**config.mk**
```make
export PLATFORM = sky130hd
export DESIGN_NAME = icacheTop
export DESIGN_NICKNAME = d
export VERILOG_FILES = /design/src/common/icachePkg.sv /design/src/icache/icacheWay.sv /design/src/icache/icacheCtrl.sv /design/src/icache/wayMerge.sv /design/src/hw/icacheTop.sv
export SDC_FILE = /design/constraint.sdc
export NUM_CORES = 2
export LEC_CHECK = 0
export BUFFER_PORTS_ARGS = -buffer_cell sky130_fd_sc_hd__clkbuf_2
export CORE_MARGIN = 5
export CORE_UTILIZATION = 30
export DETAILED_ROUTE_END_ITERATION = 10
export SLEW_MARGIN = 5
export SYNTH_ARGS = -nofsm -noshare
export SYNTH_HDL_FRONTEND = slang
export SYNTH_HIERARCHICAL = 1
export SYNTH_MEMORY_MAX_BITS = 65536
export SYNTH_SLANG_ARGS = --single-unit
```
**constraint.sdc**
```tcl
create_clock -name clk -period 27 [get_ports clk]
set_input_delay 1.35 -clock clk [delete_from_list [all_inputs] [get_ports clk]]
set_output_delay 1.35 -clock clk [all_outputs]
set_load 0.02 [all_outputs]
```
**src/common/icachePkg.sv**
```systemverilog
`default_nettype none

package icachePkg;

  // bus and instruction widths
  localparam int AddrWidth = 32;
  localparam int WordWidth = 32;

  // line geometry
  localparam int WordsPerLine = 4;
  localparam int CacheSets = 16;

  // address fields are tag, index, word offset and byte
  localparam int WordOffBits = $clog2(WordsPerLine);
  localparam int OffsetBits = WordOffBits + 2;
  localparam int IndexBits = $clog2(CacheSets);
  localparam int TagBits = AddrWidth - IndexBits - OffsetBits;

  // top nibble of a cacheable fetch
  localparam logic [3:0] CachedRegion = 4'h8;

  typedef logic [WordsPerLine-1:0][WordWidth-1:0] line_t;

  typedef struct packed {
    logic [IndexBits-1:0] index;
    logic [TagBits-1:0] tag;
    logic [WordOffBits-1:0] offset;
  } lookup_t;

  typedef struct packed {
    logic [IndexBits-1:0] index;
    logic [TagBits-1:0] tag;
    line_t line;
  } fill_t;

  typedef struct packed {
    logic cyc;
    logic stb;
    logic [AddrWidth-1:0] adr;
  } wbReq_t;

endpackage

`default_nettype wire

```
**src/icache/icacheWay.sv**
```systemverilog
`timescale 1ns/1ps
`default_nettype none

module icacheWay #(
  parameter int NumSets = icachePkg::CacheSets
) (
  input wire clk,
  input wire rst_n,
  input wire icachePkg::lookup_t lookup_i,
  input wire icachePkg::fill_t fill_i,
  input wire fillEn_i,
  output logic hit_o,
  output icachePkg::line_t line_o
);

  import icachePkg::*;

  logic [NumSets-1:0] validBits;
  logic [TagBits-1:0] tagArray [NumSets];
  line_t lineArray [NumSets];

  logic entryValid;
  logic tagMatch;

  // a fill marks its set valid
  always_ff @(posedge clk or negedge rst_n) begin
    if (!rst_n) begin
      validBits <= '0;
    end else if (fillEn_i) begin
      validBits[fill_i.index] <= 1'b1;
    end
  end

  always_ff @(posedge clk) begin
    if (fillEn_i) begin
      tagArray[fill_i.index] <= fill_i.tag;
      lineArray[fill_i.index] <= fill_i.line;
    end
  end

  // asynchronous read at the lookup index
  assign entryValid = validBits[lookup_i.index];
  assign tagMatch = (tagArray[lookup_i.index] == lookup_i.tag);

  assign hit_o = entryValid && tagMatch;
  assign line_o = lineArray[lookup_i.index];

endmodule

`default_nettype wire

```
**src/icache/icacheCtrl.sv**
```systemverilog
`timescale 1ns/1ps
`default_nettype none

module icacheCtrl #(
  parameter int NumWays = 2,
  parameter int NumSets = icachePkg::CacheSets
) (
  input wire clk,
  input wire rst_n,
  input wire reqValid_i,
  input wire [icachePkg::AddrWidth-1:0] reqAddr_i,
  input wire anyHit_i,
  input wire [icachePkg::WordWidth-1:0] wbDat_i,
  input wire wbAck_i,
  output logic reqReady_o,
  output logic rspValid_o,
  output icachePkg::lookup_t lookup_o,
  output icachePkg::fill_t fill_o,
  output logic [NumWays-1:0] fillEn_o,
  output logic useBuffer_o,
  output icachePkg::line_t buffer_o,
  output icachePkg::wbReq_t wb_o
);

  import icachePkg::*;

  localparam int WayBits = (NumWays > 1) ? $clog2(NumWays) : 1;

  typedef enum logic [2:0] {
    Idle,
    Lookup,
    Refill,
    Fill,
    Respond,
    Uncached
  } state_t;

  state_t state;
  state_t nextState;

  logic [AddrWidth-1:0] addrQ;
  logic [WordOffBits-1:0] beatCnt;
  line_t buffer;

  // shadow of the way valid bits for victim choice
  logic [NumWays-1:0] shadowValid [NumSets];
  logic [WayBits-1:0] rrPtr [NumSets];

  logic [IndexBits-1:0] reqIndex;
  logic [TagBits-1:0] reqTag;
  logic [WordOffBits-1:0] reqOffset;
  logic cachedReq;
  logic lookupHit;
  logic lastBeat;
  logic [WayBits-1:0] victim;
  logic victimFound;

  assign reqTag = addrQ[AddrWidth-1 -: TagBits];
  assign reqIndex = addrQ[OffsetBits +: IndexBits];
  assign reqOffset = addrQ[2 +: WordOffBits];
  assign cachedReq = (addrQ[AddrWidth-1 -: 4] == CachedRegion);

  assign lookupHit = (state == Lookup) && cachedReq && anyHit_i;
  assign lastBeat = wbAck_i && (beatCnt == WordOffBits'(WordsPerLine - 1));

  assign reqReady_o = (state == Idle) || lookupHit;
  assign rspValid_o = lookupHit || (state == Respond);
  assign useBuffer_o = (state == Respond);
  assign buffer_o = buffer;

  // uncached word sits in slot zero
  assign lookup_o.index = reqIndex;
  assign lookup_o.tag = reqTag;
  assign lookup_o.offset = cachedReq ? reqOffset : '0;

  always_comb begin
    nextState = state;
    case (state)
      Idle: begin
        if (reqValid_i) begin
          nextState = Lookup;
        end
      end
      Lookup: begin
        if (!cachedReq) begin
          nextState = Uncached;
        end else if (anyHit_i) begin
          nextState = reqValid_i ? Lookup : Idle;
        end else begin
          nextState = Refill;
        end
      end
      Refill: begin
        if (lastBeat) begin
          nextState = Fill;
        end
      end
      Fill: nextState = Respond;
      Respond: nextState = Idle;
      Uncached: begin
        if (wbAck_i) begin
          nextState = Respond;
        end
      end
      default: nextState = Idle;
    endcase
  end

  always_ff @(posedge clk or negedge rst_n) begin
    if (!rst_n) begin
      state <= Idle;
      beatCnt <= '0;
    end else begin
      state <= nextState;
      // wraps back to zero after the last beat
      if (state == Refill && wbAck_i) begin
        beatCnt <= beatCnt + 1'b1;
      end
    end
  end

  always_ff @(posedge clk) begin
    if (reqValid_i && reqReady_o) begin
      addrQ <= reqAddr_i;
    end
    if (state == Refill && wbAck_i) begin
      buffer[beatCnt] <= wbDat_i;
    end else if (state == Uncached && wbAck_i) begin
      buffer[0] <= wbDat_i;
    end
  end

  // lowest invalid way first or else the set's pointer
  always_comb begin
    victim = rrPtr[reqIndex];
    victimFound = 1'b0;
    for (int w = 0; w < NumWays; w++) begin
      if (!victimFound && !shadowValid[reqIndex][w]) begin
        victim = WayBits'(w);
        victimFound = 1'b1;
      end
    end
  end

  always_ff @(posedge clk or negedge rst_n) begin
    if (!rst_n) begin
      for (int s = 0; s < NumSets; s++) begin
        shadowValid[s] <= '0;
        rrPtr[s] <= '0;
      end
    end else if (state == Fill) begin
      shadowValid[reqIndex][victim] <= 1'b1;
      // with two ways this is a plain flip
      if (rrPtr[reqIndex] == WayBits'(NumWays - 1)) begin
        rrPtr[reqIndex] <= '0;
      end else begin
        rrPtr[reqIndex] <= rrPtr[reqIndex] + 1'b1;
      end
    end
  end

  assign fillEn_o = (state == Fill) ? (NumWays'(1) << victim) : '0;
  assign fill_o.index = reqIndex;
  assign fill_o.tag = reqTag;
  assign fill_o.line = buffer;

  // cyc and stb stay up across all refill beats
  assign wb_o.cyc = (state == Refill) || (state == Uncached);
  assign wb_o.stb = (state == Refill) || (state == Uncached);
  assign wb_o.adr = (state == Refill) ? {addrQ[AddrWidth-1:OffsetBits], beatCnt, 2'b00} : addrQ;

endmodule

`default_nettype wire

```
**src/icache/wayMerge.sv**
```systemverilog
`timescale 1ns/1ps
`default_nettype none

module wayMerge #(
  parameter int NumWays = 2
) (
  input wire icachePkg::lookup_t lookup_i,
  input wire [NumWays-1:0] hits_i,
  input wire icachePkg::line_t [NumWays-1:0] lines_i,
  input wire useBuffer_i,
  input wire icachePkg::line_t buffer_i,
  output logic anyHit_o,
  output logic [icachePkg::WordWidth-1:0] rspData_o
);

  import icachePkg::*;

  line_t hitLine;
  line_t selLine;

  // and-or select since at most one way hits
  always_comb begin
    hitLine = '0;
    for (int w = 0; w < NumWays; w++) begin
      if (hits_i[w]) begin
        hitLine = hitLine | lines_i[w];
      end
    end
  end

  assign anyHit_o = |hits_i;

  // refill buffer wins on the response after a fill or uncached read
  assign selLine = useBuffer_i ? buffer_i : hitLine;

  assign rspData_o = selLine[lookup_i.offset];

endmodule

`default_nettype wire

```
**src/hw/icacheTop.sv**
```systemverilog
`timescale 1ns/1ps
`default_nettype none

module icacheTop #(
  parameter int NumWays = 2,
  parameter int NumSets = icachePkg::CacheSets
) (
  input wire clk,
  input wire rst_n,
  input wire reqValid_i,
  input wire [icachePkg::AddrWidth-1:0] reqAddr_i,
  input wire [icachePkg::WordWidth-1:0] wbDat_i,
  input wire wbAck_i,
  output wire reqReady_o,
  output wire rspValid_o,
  output wire [icachePkg::WordWidth-1:0] rspData_o,
  output wire icachePkg::wbReq_t wb_o
);

  import icachePkg::*;

  wire lookup_t lookup;
  wire fill_t fill;
  wire [NumWays-1:0] fillEn;
  wire [NumWays-1:0] wayHits;
  wire line_t [NumWays-1:0] wayLines;
  wire anyHit;
  wire useBuffer;
  wire line_t refillBuffer;

  icacheCtrl #(
    .NumWays(NumWays),
    .NumSets(NumSets)
  ) ctrl (
    .clk(clk),
    .rst_n(rst_n),
    .reqValid_i(reqValid_i),
    .reqAddr_i(reqAddr_i),
    .anyHit_i(anyHit),
    .wbDat_i(wbDat_i),
    .wbAck_i(wbAck_i),
    .reqReady_o(reqReady_o),
    .rspValid_o(rspValid_o),
    .lookup_o(lookup),
    .fill_o(fill),
    .fillEn_o(fillEn),
    .useBuffer_o(useBuffer),
    .buffer_o(refillBuffer),
    .wb_o(wb_o)
  );

  // one instance per way sharing the lookup and fill buses
  for (genvar w = 0; w < NumWays; w++) begin : gWay
    icacheWay #(
      .NumSets(NumSets)
    ) way (
      .clk(clk),
      .rst_n(rst_n),
      .lookup_i(lookup),
      .fill_i(fill),
      .fillEn_i(fillEn[w]),
      .hit_o(wayHits[w]),
      .line_o(wayLines[w])
    );
  end

  wayMerge #(
    .NumWays(NumWays)
  ) merge (
    .lookup_i(lookup),
    .hits_i(wayHits),
    .lines_i(wayLines),
    .useBuffer_i(useBuffer),
    .buffer_i(refillBuffer),
    .anyHit_o(anyHit),
    .rspData_o(rspData_o)
  );

endmodule

`default_nettype wire

```
# == Word level (Yosys, flattened, before mapping) ==
# Memory sizes are Yosys's and may differ from the RTL's. A register that Yosys moved wholly into a read port is not among the register bits.
# Cells that the tools add are included.
# word_totals
ramBits,4864
memories,4
input_bits,68
out_inout_bits,68
elab_cells,147
ff_bits,245
# memory_table
name,words,width,rd,rd_ports_with_merged_regs,write_ports,line,source
gWay[0].way.lineArray,16,128,1,1,1,icacheWay.sv:20,line_t lineArray [NumSets];
gWay[1].way.lineArray,16,128,1,1,1,icacheWay.sv:20,
gWay[0].way.tagArray,16,24,1,1,1,icacheWay.sv:19,logic [TagBits-1:0] tagArray [NumSets];
gWay[1].way.tagArray,16,24,1,1,1,icacheWay.sv:19,
# op_classes
n_lt_le_gt_ge,9
bitwise,7
n_eq_ne,12
n_shift,1
mux,50
n_addsub,2
n_reduce_logical,21
# op_table
cell,count
2-to-1 mux 128 bit,3
bitwise mux 128 bit,1
2-to-1 mux 32 bit,4
OR 128 bit,1
binary-select mux 32 bit (select 2 bit),1
demux 32 bit (select 2 bit),1
equality test 24 bit,2
OR 16 bit,2
OR 32 bit,1
2-to-1 mux 4 bit,5
AND 16 bit,1
bitwise mux 16 bit,1
2-to-1 mux 16 bit,1
NOT 16 bit,1
2-to-1 mux 3 bit,5
case mux 3 bit (5 select lines),1
2-to-1 mux 1 bit,14
logical AND 1 bit,13
binary-select mux 1 bit (select 4 bit),3
2-to-1 mux 2 bit,5
binary-select mux 2 bit (select 4 bit),1
demux 1 bit (select 4 bit),2
demux 2 bit (select 4 bit),1
"equality test 3 x 2 -> 1 bit, second input constant",2
25 further kinds,30

# == Logic depth before layout (Yosys ltp) ==
# depth
word_depth,14
ltp_mapped,20
ltp_nobuf,12

# == Modules after synthesis ==
# The synthesis kept the hierarchy.
# modules_own_cells
module,n_inst,cells_per_inst,area_each_um2,seq_area_each_um2
icacheWay at gWay[1].way,1,3691,92606.3,73430.4
icacheWay at gWay[0].way,1,3571,92406.1,73430.4
icacheCtrl,1,634,9268.9,6130.9
wayMerge,1,366,2916.5,0.0

# == Worst setup path before layout ==
# Ideal clock, no wire load.
# synth_timing
path_type,register -> register
startpoint,reg ctrl.addrQ[4]
endpoint,reg gWay[0].way.validBits[0]
t_arrival_ps,13637
path_buffers,3
stages_incl_launch_ff,12
period_less_slack_ps,13769
required_ps,26869
setup_time_ps,131
setup_slack_ps,13231
path_cell_list,edfxtp_1 buf_6 buf_8 mux4_2 nand2_2 nand4_4 o21a_1 buf_6 nor2_1 or3b_2 nor3_1 or2_2
# synth_via
elab_chain_cells,9
elab_cells_between_ends,19
classes_between,2 x order compare; 1 x shift; 11 x mux; 2 x bitwise; 3 x reduce/logical
# synth_rtl
item,line,source
start: declaration,icacheCtrl.sv:41,logic [AddrWidth-1:0] addrQ;
start signal: assignment,icacheCtrl.sv:124,addrQ <= reqAddr_i;
NOT 4 -> 5 bit (not written as such) *,"icacheCtrl.sv:135, icacheCtrl.sv:138",
binary-select mux 2 bit (select 4 bit),icacheCtrl.sv:138,if (!victimFound && !shadowValid[reqIndex][w]) begin
2-to-1 mux 2 bit (not written as such) (2 in series),icacheCtrl.sv:138,
zero test 1 bit,icacheCtrl.sv:138,
logical AND 1 bit,icacheCtrl.sv:138,
2-to-1 mux 1 bit *,icacheCtrl.sv:138,
<< shifter 1 x 1 -> 2 bit *,icacheCtrl.sv:162,assign fillEn_o = (state == Fill) ? (NumWays'(1) << victim) : '0;
2-to-1 mux 2 bit *,icacheCtrl.sv:162,
named net fillEn[0],icacheTop.sv:24,wire [NumWays-1:0] fillEn;
end signal: assignment,icacheWay.sv:28,validBits <= '0;
end signal: indexed assignment,icacheWay.sv:30,validBits[fill_i.index] <= 1'b1;
end: declaration,icacheWay.sv:18,logic [NumSets-1:0] validBits;
# The timed path passes the listed nets; every way through them passes the cells marked *. The select of a mux whose other input is x is not followed.
# A chain may end at the register's enable or synchronous reset.

# == Worst setup path after layout ==
# layout_timing
startpoint,reg ctrl.addrQ[4]
endpoint,out rspData_o[26] (netlist name)
# layout_via
elab_cells_between_ends,12
classes_between,9 x mux; 1 x bitwise; 2 x reduce/logical
# layout_rtl
item,line,source
binary-select mux 1 bit (select 4 bit),icacheWay.sv:42,assign entryValid = validBits[lookup_i.index];
2-to-1 mux 1 bit (not written as such),icacheWay.sv:42,
logical AND 1 bit,icacheWay.sv:45,assign hit_o = entryValid && tagMatch;
named net wayHits[1],icacheTop.sv:25,wire [NumWays-1:0] wayHits;
2-to-1 mux 128 bit,wayMerge.sv:25,if (hits_i[w]) begin
2-to-1 mux 128 bit,wayMerge.sv:34,assign selLine = useBuffer_i ? buffer_i : hitLine;
binary-select mux 32 bit (select 2 bit),wayMerge.sv:36,assign rspData_o = selLine[lookup_i.offset];
2-to-1 mux 32 bit (not written as such),wayMerge.sv:36,
end: declaration,icacheTop.sv:16,"output wire [icachePkg::WordWidth-1:0] rspData_o,"
# The timed path passes the listed nets, and every way through them passes these cells. The select of a mux whose other input is x is not followed.

==> summary.txt <==
met3 track demand over resource: 0.0254
antenna-violating nets left: 0
internal power contribution: 13.2 mW
Port-buffer cells: 135
vias per cell: 5.25
achievable clock frequency: 90.2 MHz
final net count: 8553
r2r setup slk: 17.49 ns
CTS clk-pin slew, worst paths: 0.06 ns
CTS Hold Bufs: 0
portion of total power attributed to the clock network: 0.377
Starting DRT DRC Count: 13.2k
warnings from Yosys: 6
number of global-route vias before repair: 93.3k
static leakage: 68.2 nW
Synth Area in Adders: 0.000254
reg-to-reg startpoint: ctrl/addrQ[4]
Tot GR Track Use: 0.153
starting density of the core: 0.301
Setup Total Neg Slack: 0 ns
Comb power frac: 0.116
total placed cells including tap cells: 16.7k
unrepaired setup endpoints after global routing: no
category of the critical setup timing path: reg2out
worst slack on hold paths: 0.321 ns
maxcap violations: 0
most common library cells after synthesis: edfxtp_1, mux4_2, buf_4, buf_2, mux2i_1
sequential share of power: 0.506
Final Hold Vio Count: 0
flip-flop cell with the highest count after synthesis: edfxtp_1
largest area contributor in the synthesized netlist: edfxtp_1
root buffer cell: clkbuf_16
synthesized instance count: 8262
maximum clock path buffer count: 4
DRC errors left: 0
clock tree from TritonCTS: done
layout cells sized above 1: 0.298
post-route minimum period: 11.09 ns
Post-Syn Area per Cell: 23.9 sq um
Setup violations, final: 0
routed length per instance: 30.1 microns
combinational family with the most area after synthesis: multiplexers
data arrival time of the critical path: 9.74 ns
area overhead of the layout relative to synthesis: 13.0%
result of the run: completed
total detailed-routing wirelength: 529000 microns
total gr overflow: 0
switching part of the total power: 0.241
detailed-router iteration count before antenna repair: 5
total count of max-transition violations in the final report: 0
beginning of the critical path: ctrl/addrQ[4]
flop and latch count out of synthesis: 5109
highest ir drop seen on vdd: 0.0817 mV
switching power: 4.20 mW
Placeable Area: 655000 sq um
post-route cell area: 223000 sq um
Hold WC Path Type: in2async
Simple-Gate Fraction of Synth Area: 0.0106
Cell Area, Synth: 197000 sq um
part of the cycle the worst path needs: 0.411
tightest slew margin relative to the limit: 0.142
Setup crit start kind: flop
detailed placer's ending HPWL: 263000 microns
parity-gate share of the synthesized area counting xor and xnor cells: 0.00301
I/O Pins: 136
die area: 674000 sq um
Cell Count, Final, Fillers Out: 17.6k
number of distinct library cells after synthesis: 77
total number of vias: 92.4k
placed cell areas: 208000 sq um
fraction of the yosys area taken by sequential cells: 0.776
fraction of synthesized area in multiplexers: 0.177
share of the synthesized area in the top cell type: 0.765
overall power of the completed layout: 17.4 mW
die span in x: 821 microns
number of cell rows: 297
pin count of the biggest net entering global routing: 149
complex-gate fraction of the synthesized area: 0.0141
Async S/R FF share, synth: 0.0166
number of antenna violations at the first check in global routing: 25
Die H: 821 microns
post-CTS setup buffer count: 0
Clock Skews: 0.158 ns
met1 capacity usage during global routing: 0.211
Synthesized Nets: 8334
post-cts resize count: 0
CTS Buf Count: 476
final weighted congestion of routability-driven global placement: 0.745
kind of end point of the critical path: output pin
Clock Latency Late Sink: 1.11 ns
number of enable flip-flop cells after synthesis: 5024
layer carrying the most global-route usage: met2
number of cells on the worst reg-to-reg path: 19
worst-margin pin slew: 1.29 ns
wire length of the first global-routing pass: 739000 microns
total number of clock tree sinks: 5109
most repeated cell in the gate-level netlist after synthesis: edfxtp_1
data required time at the worst endpoint: 25.65 ns
GR Util met2: 0.249
pwr/cell area: 78.3 nW/um^2
htree depth: 5
CP Max Fanout: 87
reg-to-reg endpoint: ctrl/addrQ[10]
top cells by area in the synthesized netlist: edfxtp_1, mux4_2, dfrtp_1
-- worst max path at each step --
stage               cells after the start  slack [ns]                        to
finish                                 18       15.91             rspData_o[26]
floorplan                              11       13.23  gWay[0].way/validBits[0]
global route                           18       15.43             rspData_o[26]
CTS                                    18       15.81             rspData_o[26]
detailed placement                     18       16.92             rspData_o[26]
global placement                       18       16.98              rspData_o[6]
-- sequential cells by signal, indices dropped and copies added, names as in the netlist --
name and count:
ctrl/rrPtr 16, gWay.way/lineArray 4096, ctrl/beatCnt 2, ctrl/state 3, ctrl/buffer_o 128, gWay.way/validBits 32
ctrl/shadowValid 32, gWay.way/tagArray 768, ctrl/addrQ 32
-- final cells by class --
class | count | area, sq um
diodes | 13 | 32.5
fillers | 59900 | 432000
flip-flops and latches | 5109 | 153000
clock buffers | 575 | 12400
inverters | 14 | 60.1
clock inverters | 316 | 2820
repair buffers | 385 | 2870
well taps | 8671 | 10800
multi-input cells | 2495 | 40800
-- power groups by stage --
stage                     combinational [mW]  sequential [mW]  clock (mW)
final                                   2.03             8.83        6.58
after CTS                               2.05             8.83        6.70
after detailed placement                2.04             9.00           0
after floorplan                         1.45             8.93           0
after global placement                  2.03             8.99           0
after global routing                    2.13             8.83        7.04
-- metrics by stage --
| step | worst slack [ns] | utilization |
|---|---|---|
| finish | 15.91 | 0.340 |
| global route | 15.43 | 0.340 |
| CTS | 15.81 | 0.340 |
| detailed placement | 16.92 | 0.317 |
| global placement | 16.98 | 0.317 |
| floorplan | 13.23 | - |
-- critical path, stage by stage (launching register included) --
cell and delay (ns):
edfxtp_1 0.32, buf_4 0.47, buf_12 0.63, buf_4 0.77, buf_4 0.82, mux4_1 0.69
nor4_1 0.26, a2111oi_0 0.18, nand3_1 0.16, o2111ai_1 0.13, a2111o_1 0.50, nor4_4 0.41
buf_4 0.79, buf_4 0.61, buf_4 0.53, a221oi_1 0.16, a2111oi_0 0.59, a31o_1 0.27
clkbuf_2 0.21
-- routing by layer --
layer / vias up / wire (microns)
met5: - / 83
met4: 14 / 16600
met3: 927 / 45800
met2: 4728 / 254000
met1: 50900 / 213000
li1: 35800 / -
-- cells in the final DEF (no fill, tap or decap), types with 23 or more instances in the layout --
| cell | count |
|---|---|
| edfxtp_1 | 5024 |
| mux4_2 | 1431 |
| clkbuf_16 | 480 |
| buf_4 | 226 |
| mux2i_1 | 162 |
| clkbuf_2 | 134 |
| clkinv_1 | 124 |
| nand2_1 | 119 |
| clkinv_2 | 103 |
| clkbuf_1 | 91 |
| dfrtp_1 | 85 |
| a221oi_1 | 81 |
| a21oi_1 | 60 |
| nor2b_1 | 54 |
| nor2_1 | 49 |
| xor2_1 | 45 |
| or2_2 | 42 |
| bufinv_16 | 36 |
| mux2_2 | 35 |
| o22ai_1 | 35 |
| a211oi_1 | 29 |
| nor2_4 | 26 |
| mux4_1 | 25 |
| buf_12 | 25 |
| nand2b_1 | 23 |
-- cells by family after synthesis --
group	Yosys count
multiplexers	1653
adder cells (fa/ha/maj)	4
AO/OA/AOI/OAI	363
flip-flops	5109
XOR/XNOR	67
AND/OR/NAND/NOR	408
buffers and inverters	658
(Power assumes the default switching activity.)
